$ cat config.mk
export PLATFORM = sky130hd
export DESIGN_NAME = rv_core
export DESIGN_NICKNAME = d
export VERILOG_FILES = /design/src/rtl/rv_core_pkg.sv /design/src/rtl/fetch_stage.sv /design/src/rtl/decode_stage.sv /design/src/rtl/reg_file.sv /design/src/rtl/hazard_unit.sv /design/src/rtl/execute_stage.sv /design/src/rtl/mem_wb_stage.sv /design/src/rtl/rv_core.sv
export SDC_FILE = /design/constraint.sdc
export NUM_CORES = 2
export LEC_CHECK = 0
export ABC_AREA = 1
export BUFFER_PORTS_ARGS = -buffer_cell sky130_fd_sc_hd__buf_2
export CAP_MARGIN = 15
export CORE_ASPECT_RATIO = 1.2
export CORE_MARGIN = 2
export CORE_UTILIZATION = 40
export CTS_CLUSTER_DIAMETER = 50
export DETAILED_ROUTE_END_ITERATION = 6
export SLEW_MARGIN = 0
export SYNTH_ARGS = -nofsm -noshare
export SYNTH_HDL_FRONTEND = slang
export SYNTH_SLANG_ARGS = --single-unit
export TNS_END_PERCENT = 1
$ cat constraint.sdc
create_clock -name i_clk -period 6.5 [get_ports i_clk]
set_input_delay 0.325 -clock i_clk [delete_from_list [all_inputs] [get_ports i_clk]]
set_output_delay 0.325 -clock i_clk [all_outputs]
set_load 0.03 [all_outputs]
$ cat src/rtl/rv_core_pkg.sv
`default_nettype none

package rv_core_pkg;

    localparam int XLEN     = 32;
    localparam int NUM_REGS = 32;

    typedef logic [XLEN-1:0]             word_t;
    typedef logic [$clog2(NUM_REGS)-1:0] reg_addr_t;

    // rv32i major opcodes
    localparam logic [6:0] OP_REG   = 7'b0110011;
    localparam logic [6:0] OP_IMM   = 7'b0010011;
    localparam logic [6:0] OP_LOAD  = 7'b0000011;
    localparam logic [6:0] OP_STORE = 7'b0100011;

    localparam logic [2:0] FUNCT3_ADD = 3'b000;
    localparam logic [2:0] FUNCT3_AND = 3'b111;
    localparam logic [2:0] FUNCT3_OR  = 3'b110;

    localparam logic [6:0] FUNCT7_SUB = 7'b0100000;

    typedef enum logic [1:0] {
        ALU_ADD = 2'b00,
        ALU_SUB = 2'b01,
        ALU_AND = 2'b10,
        ALU_OR  = 2'b11
    } alu_op_t;

    typedef enum logic [1:0] {
        FWD_REG = 2'b00, // value read in decode
        FWD_WB  = 2'b01,
        FWD_MEM = 2'b10
    } fwd_sel_t;

    localparam word_t RESET_PC  = 32'h0000_0000;
    localparam word_t NOP_INSTR = 32'h0000_0013; // addi x0, x0, 0
    localparam word_t PC_STEP   = 32'd4;

endpackage

`default_nettype wire

$ cat src/rtl/fetch_stage.sv
`timescale 1ns/100ps
`default_nettype none

module fetch_stage import rv_core_pkg::*; (
    input  logic  i_clk,
    input  logic  i_rst_n,
    input  logic  i_stall,
    input  word_t i_im_data,
    output word_t o_im_addr,
    output word_t o_instr,
    output word_t o_pc
);

    word_t pc;

    assign o_im_addr = pc; // rom answers in the same cycle

    always_ff @(posedge i_clk or negedge i_rst_n) begin
        if (!i_rst_n) begin
            pc      <= RESET_PC;
            o_instr <= NOP_INSTR;
            o_pc    <= RESET_PC;
        end else if (!i_stall) begin
            pc      <= pc + PC_STEP;
            o_instr <= i_im_data;
            o_pc    <= pc;
        end
    end

endmodule

`default_nettype wire

$ cat src/rtl/decode_stage.sv
`timescale 1ns/100ps
`default_nettype none

module decode_stage import rv_core_pkg::*; (
    input  logic      i_clk,
    input  logic      i_rst_n,
    input  logic      i_stall,
    input  word_t     i_instr,
    output reg_addr_t o_rs1_addr,
    output reg_addr_t o_rs2_addr,
    input  word_t     i_rs1_data,
    input  word_t     i_rs2_data,
    output reg_addr_t o_ex_rs1_addr,
    output reg_addr_t o_ex_rs2_addr,
    output reg_addr_t o_ex_rd,
    output word_t     o_ex_rs1_data,
    output word_t     o_ex_rs2_data,
    output word_t     o_ex_imm,
    output alu_op_t   o_ex_alu_op,
    output logic      o_ex_use_imm,
    output logic      o_ex_mem_read,
    output logic      o_ex_mem_write,
    output logic      o_ex_reg_write,
    output logic      o_ex_mem_to_reg
);

    logic [6:0] opcode;
    logic [2:0] funct3;
    logic [6:0] funct7;
    alu_op_t    alu_op;
    logic       legal;
    logic       is_reg, is_imm, is_load, is_store;
    word_t      imm;

    assign opcode = i_instr[6:0];
    assign funct3 = i_instr[14:12];
    assign funct7 = i_instr[31:25];

    always_comb begin
        alu_op = ALU_ADD;
        legal  = 1'b1;
        case (opcode)
            OP_REG: begin
                case (funct3)
                    FUNCT3_ADD: alu_op = (funct7 == FUNCT7_SUB) ? ALU_SUB : ALU_ADD;
                    FUNCT3_AND: alu_op = ALU_AND;
                    FUNCT3_OR:  alu_op = ALU_OR;
                    default:    legal  = 1'b0;
                endcase
            end
            OP_IMM: begin
                case (funct3)
                    FUNCT3_ADD: alu_op = ALU_ADD;
                    FUNCT3_AND: alu_op = ALU_AND;
                    default:    legal  = 1'b0;
                endcase
            end
            OP_LOAD, OP_STORE: alu_op = ALU_ADD; // address = rs1 + imm
            default:           legal  = 1'b0;    // anything else runs as a nop
        endcase
    end

    assign is_reg   = legal && (opcode == OP_REG);
    assign is_imm   = legal && (opcode == OP_IMM);
    assign is_load  = legal && (opcode == OP_LOAD);
    assign is_store = legal && (opcode == OP_STORE);

    // only real sources reach the hazard unit
    assign o_rs1_addr = legal ? i_instr[19:15] : '0;
    assign o_rs2_addr = (is_reg || is_store) ? i_instr[24:20] : '0;

    assign imm = is_store ? {{20{i_instr[31]}}, i_instr[31:25], i_instr[11:7]}
                          : {{20{i_instr[31]}}, i_instr[31:20]};

    always_ff @(posedge i_clk or negedge i_rst_n) begin
        if (!i_rst_n) begin
            o_ex_rs1_addr   <= '0;
            o_ex_rs2_addr   <= '0;
            o_ex_rd         <= '0;
            o_ex_alu_op     <= ALU_ADD;
            o_ex_use_imm    <= 1'b0;
            o_ex_mem_read   <= 1'b0;
            o_ex_mem_write  <= 1'b0;
            o_ex_reg_write  <= 1'b0;
            o_ex_mem_to_reg <= 1'b0;
        end else begin
            o_ex_rs1_addr   <= o_rs1_addr;
            o_ex_rs2_addr   <= o_rs2_addr;
            o_ex_rd         <= i_instr[11:7];
            o_ex_alu_op     <= alu_op;
            o_ex_use_imm    <= !is_reg;
            o_ex_mem_read   <= is_load && !i_stall; // bubble on stall
            o_ex_mem_write  <= is_store && !i_stall;
            o_ex_reg_write  <= (is_reg || is_imm || is_load) && !i_stall;
            o_ex_mem_to_reg <= is_load && !i_stall;
        end
    end

    always_ff @(posedge i_clk) begin
        o_ex_rs1_data <= i_rs1_data;
        o_ex_rs2_data <= i_rs2_data;
        o_ex_imm      <= imm;
    end

endmodule

`default_nettype wire

$ cat src/rtl/reg_file.sv
`timescale 1ns/100ps
`default_nettype none

module reg_file import rv_core_pkg::*; (
    input  logic      i_clk,
    input  logic      i_rst_n,
    input  reg_addr_t i_rs1_addr,
    input  reg_addr_t i_rs2_addr,
    input  reg_addr_t i_wr_addr,
    input  logic      i_wr_en,
    input  word_t     i_wr_data,
    output word_t     o_rs1_data,
    output word_t     o_rs2_data
);

    word_t regs [1:NUM_REGS-1]; // x0 has no storage

    always_ff @(posedge i_clk or negedge i_rst_n) begin
        if (!i_rst_n) begin
            for (int i = 1; i < NUM_REGS; i++) begin
                regs[i] <= '0;
            end
        end else if (i_wr_en && (i_wr_addr != '0)) begin
            regs[i_wr_addr] <= i_wr_data;
        end
    end

    // write-through so decode sees the writeback of this cycle
    assign o_rs1_data = (i_rs1_addr == '0)                         ? '0 :
                        (i_wr_en && (i_wr_addr == i_rs1_addr))     ? i_wr_data :
                                                                     regs[i_rs1_addr];
    assign o_rs2_data = (i_rs2_addr == '0)                         ? '0 :
                        (i_wr_en && (i_wr_addr == i_rs2_addr))     ? i_wr_data :
                                                                     regs[i_rs2_addr];

endmodule

`default_nettype wire

$ cat src/rtl/hazard_unit.sv
`timescale 1ns/100ps
`default_nettype none

module hazard_unit import rv_core_pkg::*; (
    input  reg_addr_t i_id_rs1,
    input  reg_addr_t i_id_rs2,
    input  reg_addr_t i_ex_rs1,
    input  reg_addr_t i_ex_rs2,
    input  reg_addr_t i_ex_rd,
    input  reg_addr_t i_mem_rd,
    input  reg_addr_t i_wb_rd,
    input  logic      i_ex_mem_read,
    input  logic      i_mem_reg_write,
    input  logic      i_wb_reg_write,
    output logic      o_stall,
    output fwd_sel_t  o_fwd_a,
    output fwd_sel_t  o_fwd_b
);

    function automatic fwd_sel_t fwd_pick(
        input reg_addr_t rs,
        input reg_addr_t mem_rd,
        input logic      mem_we,
        input reg_addr_t wb_rd,
        input logic      wb_we
    );
        if (rs == '0)
            return FWD_REG;
        else if (mem_we && (mem_rd == rs))
            return FWD_MEM; // newest value wins
        else if (wb_we && (wb_rd == rs))
            return FWD_WB;
        else
            return FWD_REG;
    endfunction

    // load in execute feeding the instruction in decode
    assign o_stall = i_ex_mem_read && (i_ex_rd != '0) &&
                     ((i_ex_rd == i_id_rs1) || (i_ex_rd == i_id_rs2));

    assign o_fwd_a = fwd_pick(i_ex_rs1, i_mem_rd, i_mem_reg_write, i_wb_rd, i_wb_reg_write);
    assign o_fwd_b = fwd_pick(i_ex_rs2, i_mem_rd, i_mem_reg_write, i_wb_rd, i_wb_reg_write);

endmodule

`default_nettype wire

$ cat src/rtl/execute_stage.sv
`timescale 1ns/100ps
`default_nettype none

module execute_stage import rv_core_pkg::*; (
    input  logic      i_clk,
    input  logic      i_rst_n,
    input  reg_addr_t i_ex_rs1_addr,
    input  reg_addr_t i_ex_rs2_addr,
    input  reg_addr_t i_ex_rd,
    input  word_t     i_ex_rs1_data,
    input  word_t     i_ex_rs2_data,
    input  word_t     i_ex_imm,
    input  alu_op_t   i_ex_alu_op,
    input  logic      i_ex_use_imm,
    input  logic      i_ex_mem_read,
    input  logic      i_ex_mem_write,
    input  logic      i_ex_reg_write,
    input  logic      i_ex_mem_to_reg,
    input  fwd_sel_t  i_fwd_a,
    input  fwd_sel_t  i_fwd_b,
    input  word_t     i_wb_data,
    output word_t     o_mem_alu_result,
    output word_t     o_mem_store_data,
    output reg_addr_t o_mem_rd,
    output logic      o_mem_mem_read,
    output logic      o_mem_mem_write,
    output logic      o_mem_reg_write,
    output logic      o_mem_mem_to_reg
);

    word_t op_a;
    word_t rs2_val;
    word_t op_b;
    word_t alu_result;

    function automatic word_t fwd_mux(
        input fwd_sel_t sel,
        input word_t    reg_val,
        input word_t    wb_val,
        input word_t    mem_val
    );
        case (sel)
            FWD_MEM: return mem_val;
            FWD_WB:  return wb_val;
            default: return reg_val;
        endcase
    endfunction

    assign op_a    = fwd_mux(i_fwd_a, i_ex_rs1_data, i_wb_data, o_mem_alu_result);
    assign rs2_val = fwd_mux(i_fwd_b, i_ex_rs2_data, i_wb_data, o_mem_alu_result); // also sw data
    assign op_b    = i_ex_use_imm ? i_ex_imm : rs2_val;

    always_comb begin
        case (i_ex_alu_op)
            ALU_SUB: alu_result = op_a - op_b;
            ALU_AND: alu_result = op_a & op_b;
            ALU_OR:  alu_result = op_a | op_b;
            default: alu_result = op_a + op_b;
        endcase
    end

    always_ff @(posedge i_clk or negedge i_rst_n) begin
        if (!i_rst_n) begin
            o_mem_rd         <= '0;
            o_mem_mem_read   <= 1'b0;
            o_mem_mem_write  <= 1'b0;
            o_mem_reg_write  <= 1'b0;
            o_mem_mem_to_reg <= 1'b0;
        end else begin
            o_mem_rd         <= i_ex_rd;
            o_mem_mem_read   <= i_ex_mem_read;
            o_mem_mem_write  <= i_ex_mem_write;
            o_mem_reg_write  <= i_ex_reg_write;
            o_mem_mem_to_reg <= i_ex_mem_to_reg;
        end
    end

    always_ff @(posedge i_clk) begin
        o_mem_alu_result <= alu_result;
        o_mem_store_data <= rs2_val;
    end

endmodule

`default_nettype wire

$ cat src/rtl/mem_wb_stage.sv
`timescale 1ns/100ps
`default_nettype none

module mem_wb_stage import rv_core_pkg::*; (
    input  logic      i_clk,
    input  logic      i_rst_n,
    input  word_t     i_mem_alu_result,
    input  word_t     i_mem_store_data,
    input  reg_addr_t i_mem_rd,
    input  logic      i_mem_mem_read,
    input  logic      i_mem_mem_write,
    input  logic      i_mem_reg_write,
    input  logic      i_mem_mem_to_reg,
    input  word_t     i_dm_rdata,
    output word_t     o_dm_addr,
    output word_t     o_dm_wdata,
    output logic      o_dm_cs,
    output logic      o_dm_we,
    output reg_addr_t o_wb_rd,
    output logic      o_wb_reg_write,
    output word_t     o_wb_data
);

    logic  wb_mem_to_reg;
    word_t wb_load_data;
    word_t wb_alu_result;

    assign o_dm_addr  = i_mem_alu_result;
    assign o_dm_wdata = i_mem_store_data;
    assign o_dm_cs    = i_mem_mem_read || i_mem_mem_write;
    assign o_dm_we    = i_mem_mem_write; // whole word, no byte lanes

    always_ff @(posedge i_clk or negedge i_rst_n) begin
        if (!i_rst_n) begin
            o_wb_rd        <= '0;
            o_wb_reg_write <= 1'b0;
            wb_mem_to_reg  <= 1'b0;
        end else begin
            o_wb_rd        <= i_mem_rd;
            o_wb_reg_write <= i_mem_reg_write;
            wb_mem_to_reg  <= i_mem_mem_to_reg;
        end
    end

    always_ff @(posedge i_clk) begin
        wb_load_data  <= i_dm_rdata;
        wb_alu_result <= i_mem_alu_result;
    end

    assign o_wb_data = wb_mem_to_reg ? wb_load_data : wb_alu_result;

endmodule

`default_nettype wire

$ cat src/rtl/rv_core.sv
`timescale 1ns/100ps
`default_nettype none

module rv_core import rv_core_pkg::*; (
    input  logic  i_clk,
    input  logic  i_rst_n,
    output word_t o_im_addr,
    input  word_t i_im_data,
    output word_t o_dm_addr,
    output word_t o_dm_wdata,
    output logic  o_dm_cs,
    output logic  o_dm_we,
    input  word_t i_dm_rdata
);

    logic      stall;
    fwd_sel_t  fwd_a, fwd_b;

    word_t     id_instr;
    reg_addr_t id_rs1_addr, id_rs2_addr;
    word_t     id_rs1_data, id_rs2_data;

    reg_addr_t ex_rs1_addr, ex_rs2_addr, ex_rd;
    word_t     ex_rs1_data, ex_rs2_data, ex_imm;
    alu_op_t   ex_alu_op;
    logic      ex_use_imm, ex_mem_read, ex_mem_write, ex_reg_write, ex_mem_to_reg;

    word_t     mem_alu_result, mem_store_data;
    reg_addr_t mem_rd;
    logic      mem_mem_read, mem_mem_write, mem_reg_write, mem_mem_to_reg;

    reg_addr_t wb_rd;
    logic      wb_reg_write;
    word_t     wb_data;

    fetch_stage u_fetch (
        .i_clk     (i_clk),
        .i_rst_n   (i_rst_n),
        .i_stall   (stall),
        .i_im_data (i_im_data),
        .o_im_addr (o_im_addr),
        .o_instr   (id_instr),
        .o_pc      ()          // no branch target path
    );

    decode_stage u_decode (
        .i_clk           (i_clk),
        .i_rst_n         (i_rst_n),
        .i_stall         (stall),
        .i_instr         (id_instr),
        .o_rs1_addr      (id_rs1_addr),
        .o_rs2_addr      (id_rs2_addr),
        .i_rs1_data      (id_rs1_data),
        .i_rs2_data      (id_rs2_data),
        .o_ex_rs1_addr   (ex_rs1_addr),
        .o_ex_rs2_addr   (ex_rs2_addr),
        .o_ex_rd         (ex_rd),
        .o_ex_rs1_data   (ex_rs1_data),
        .o_ex_rs2_data   (ex_rs2_data),
        .o_ex_imm        (ex_imm),
        .o_ex_alu_op     (ex_alu_op),
        .o_ex_use_imm    (ex_use_imm),
        .o_ex_mem_read   (ex_mem_read),
        .o_ex_mem_write  (ex_mem_write),
        .o_ex_reg_write  (ex_reg_write),
        .o_ex_mem_to_reg (ex_mem_to_reg)
    );

    reg_file u_reg_file (
        .i_clk      (i_clk),
        .i_rst_n    (i_rst_n),
        .i_rs1_addr (id_rs1_addr),
        .i_rs2_addr (id_rs2_addr),
        .i_wr_addr  (wb_rd),
        .i_wr_en    (wb_reg_write),
        .i_wr_data  (wb_data),
        .o_rs1_data (id_rs1_data),
        .o_rs2_data (id_rs2_data)
    );

    hazard_unit u_hazard (
        .i_id_rs1        (id_rs1_addr),
        .i_id_rs2        (id_rs2_addr),
        .i_ex_rs1        (ex_rs1_addr),
        .i_ex_rs2        (ex_rs2_addr),
        .i_ex_rd         (ex_rd),
        .i_mem_rd        (mem_rd),
        .i_wb_rd         (wb_rd),
        .i_ex_mem_read   (ex_mem_read),
        .i_mem_reg_write (mem_reg_write),
        .i_wb_reg_write  (wb_reg_write),
        .o_stall         (stall),
        .o_fwd_a         (fwd_a),
        .o_fwd_b         (fwd_b)
    );

    execute_stage u_execute (
        .i_clk            (i_clk),
        .i_rst_n          (i_rst_n),
        .i_ex_rs1_addr    (ex_rs1_addr),
        .i_ex_rs2_addr    (ex_rs2_addr),
        .i_ex_rd          (ex_rd),
        .i_ex_rs1_data    (ex_rs1_data),
        .i_ex_rs2_data    (ex_rs2_data),
        .i_ex_imm         (ex_imm),
        .i_ex_alu_op      (ex_alu_op),
        .i_ex_use_imm     (ex_use_imm),
        .i_ex_mem_read    (ex_mem_read),
        .i_ex_mem_write   (ex_mem_write),
        .i_ex_reg_write   (ex_reg_write),
        .i_ex_mem_to_reg  (ex_mem_to_reg),
        .i_fwd_a          (fwd_a),
        .i_fwd_b          (fwd_b),
        .i_wb_data        (wb_data),
        .o_mem_alu_result (mem_alu_result),
        .o_mem_store_data (mem_store_data),
        .o_mem_rd         (mem_rd),
        .o_mem_mem_read   (mem_mem_read),
        .o_mem_mem_write  (mem_mem_write),
        .o_mem_reg_write  (mem_reg_write),
        .o_mem_mem_to_reg (mem_mem_to_reg)
    );

    mem_wb_stage u_mem_wb (
        .i_clk            (i_clk),
        .i_rst_n          (i_rst_n),
        .i_mem_alu_result (mem_alu_result),
        .i_mem_store_data (mem_store_data),
        .i_mem_rd         (mem_rd),
        .i_mem_mem_read   (mem_mem_read),
        .i_mem_mem_write  (mem_mem_write),
        .i_mem_reg_write  (mem_reg_write),
        .i_mem_mem_to_reg (mem_mem_to_reg),
        .i_dm_rdata       (i_dm_rdata),
        .o_dm_addr        (o_dm_addr),
        .o_dm_wdata       (o_dm_wdata),
        .o_dm_cs          (o_dm_cs),
        .o_dm_we          (o_dm_we),
        .o_wb_rd          (wb_rd),
        .o_wb_reg_write   (wb_reg_write),
        .o_wb_data        (wb_data)
    );

endmodule

`default_nettype wire

==> metrics.md <==
| Metric | Value |
|---|---|
| Power, Total | `18.7 mW` |
| R2R depth | `24` |
| Num CTS Buffers | `153` |
| Worst Clk Skew | `29.1 ps` |
| Fmax | `167 MHz` |
| Seq/Total Area, Yosys | `0.434` |
| Vias in the first global route | `69880` |
| Iteration-0 DRC Markers | `9959` |
| Critical Path Fanout Max | `31` |
| Clock Tree Buf Depth | `3` |
| CTS tree | `yes` |
| Fin crit share | `0.922` |
| DR DRC count | `3` |
| Largest Register | `u_reg_file.regs` |
| Worst slew margin | `0.196` |
| Power per cell area | `231 mW/mm2` |
| Simple-Gate Fraction of Synth Area | `0.274` |
| Vias | `73621` |
| Initial antenna violation count | `12` |
| Post-synthesis cell type count | `61` |
| Final Critical Period | `5990 ps` |
| Commonest non-fill, non-tap cell in the layout | `nand2_1` |
| DIE HEIGHT | `470 um` |
| GRT Total Usage | `0.333` |
| Least-Margin Pin Slew | `1210 ps` |
| Hold Crit Class | `in2async` |
| Final Worst Setup Slack | `505 ps` |
| DR pass1 iterations | `7` |
| Critical path class | `reg2reg` |
| Top_reg_cell synth | `dfrtp_1` |
| Maximum VDD drop | `0.000214 V` |
| FP Rows | `170` |
| Post-Syn Area | `0.0723 mm2` |
| Post-CTS Hold Buffers | `65` |
| # clock sinks | `1294` |
| Area growth, synth to finish | `11.6%` |
| Buffers on Ports | `161` |
| Final Slew Violations | `0` |
| H-tree Lvls | `4` |
| Worst endpoint data arrival time | `6700 ps` |
| Number of synthesized flops with an enable pin | `0` |
| CP required | `7200 ps` |
| Root buf cell | `clkbuf_16` |
| Antenna-violating nets left | `0` |
| CP Capture Type | `flip-flop` |
| DP Area | `0.0748 mm2` |
| Area share of fa/ha/maj cells after synthesis | `0.00734` |
| Compound-Gate Fraction of Synth Area | `0.177` |
| Synthesis warning total | `0` |
| Core area | `0.179 mm2` |
| Final setup vio count | `0` |
| Worst reg-to-reg setup slack | `510 ps` |
| Final WL | `313 mm` |
| Setup TNS | `0 ps` |
| Leakage | `38.5 nW` |
| First-pass GRT wire length | `462 mm` |
| Reg-to-reg critical path endpoint | `u_execute.o_mem_alu_result[30]` |
| Asr flop ratio synth | `0.842` |
| Total grt overflow | `0` |
| Startpoint types | `flip-flop` |
| MaxCap Viol Count | `0` |
| Via density per instance | `5.84` |
| Nets | `10177` |
| Routability Congestion | `0.931` |
| I/O Pins | `164` |
| RSZ-0062 raised after global routing | `no` |
| Die W | `392 um` |
| Proportion of synthesized area in mux cells | `0` |
| Max reg flops | `992` |
| Post-Layout Cell Count | `12615` |
| Reg clk slew, reported paths | `60 ps` |
| Synth Area in XOR/XNOR | `0.0102` |
| Launch point of the worst reg-to-reg path | `u_mem_wb.o_wb_rd[4]` |
| Starting density of the core | `0.403` |
| Status | `finished with violations` |
| Inst Count DP | `12257` |
| Post-place setup slack | `600 ps` |
| Largest net degree at the start of global routing | `164` |
| WL/cell | `24.8 um` |
| Post-cts resize count | `0` |
| Final hold vios | `0` |
| Synth Register Bits | `1294` |
| Failing checks | `design-rule violations` |
| Skew-Pair Late Insertion Delay | `840 ps` |
| Fin Hold WS | `123 ps` |
| Post-route cell area | `0.0807 mm2` |
| Die footprint | `0.184 mm2` |
| Final core occ | `0.450` |
| Synthesized instance count | `10273` |
| Post-CTS Setup Bufs | `0` |
| Layout cells sized above 1 | `0.0748` |
| Largest family of logic cells by synthesized area | `simple AND/OR/NAND/NOR gates` |
| Commonest cells after routing, fill and taps aside | `2986 x nand2_1, 1246 x o21ai_0, 1105 x nand3_1` |
| Post-DP HPWL | `188 mm` |
| Avg Synthesized Cell Area | `7.04 um2` |
## per-layer routing
metal,part of all wire,GRT usage,up-vias
li1,-,-,33071
met1,0.40,0.441,34998
met2,0.44,0.514,4542
met3,0.11,0.0733,1004
met4,0.054,0.163,6
met5,0.00013,0,-
## cells by family after synthesis
logic type	after synthesis
adder cells (fa/ha/maj)	42
flip-flops	1294
AND/OR/NAND/NOR	4753
XOR/XNOR	84
other	1
AO/OA/AOI/OAI	2314
buffers and inverters	1785
## cells in the mapped netlist (all sizes together) (32+ instances only)
cell,count,area share
a21oi,627,0.044
a22oi,32,0.0033
buf,280,0.020
clkbuf,512,0.027
dfrtp,1087,0.38
dfxtp,204,0.056
ha,40,0.0069
inv,988,0.051
nand2,3016,0.16
nand3,1108,0.077
nand3b,39,0.0040
nand4,41,0.0036
nor2,463,0.024
o2111ai,67,0.0081
o211ai,249,0.026
o21ai,1289,0.090
or2,35,0.0030
xor2,71,0.0086
## worst max-delay path by stage
stage | start | to | slack (ps)
global placement | u_mem_wb.o_wb_rd[4] | u_execute.o_mem_alu_result[30] | 530
finish | u_mem_wb.o_wb_rd[4] | u_execute.o_mem_alu_result[30] | 510
global route | u_mem_wb.o_wb_rd[4] | u_execute.o_mem_alu_result[31] | 40
floorplan | u_mem_wb.o_wb_rd[3] | u_execute.o_mem_alu_result[29] | 1990
detailed placement | u_mem_wb.o_wb_rd[4] | u_execute.o_mem_alu_result[31] | 600
CTS | u_mem_wb.o_wb_rd[4] | u_execute.o_mem_alu_result[31] | 570
## critical path: stages, from the launching register on
cell       delay (ps)
dfrtp_1           520
clkinv_1          290
nand2_1           120
o2111ai_1         140
nor4_1            500
ha_1              350
buf_4             250
a21oi_1           160
nand2_1            70
nand2_1            90
nand2_1            60
nand2_1           210
nand3_1           190
nor2_1            330
nand2_1           210
o31ai_1           530
xor2_1            180
ha_1              400
a21oi_1           240
o21ai_0           160
a221oi_1          460
o21a_1            220
nand3_1            80
nand3_1            80
nand2_1            50
## area by class of cell
type / count / area (um2)
inverter: 993 / 3760
clock buffer: 205 / 4310
fill: 18203 / 98600
antenna: 7 / 17.5
timing repair buffer: 433 / 3280
clock inverter: 80 / 863
tap: 2408 / 3010
sequential: 1294 / 31400
multi-input combinational: 7195 / 34100
## where the power goes
part	leakage, nW	switching, mW	total [mW]	internal (mW)
registers	16.7	0.150	8.35	8.20
logic	19.2	1.05	1.36	0.312
clock network	2.55	3.86	8.95	5.09
total	38.5	5.06	18.7	13.6
No activity file was read; power rests on OpenSTA's default activity.
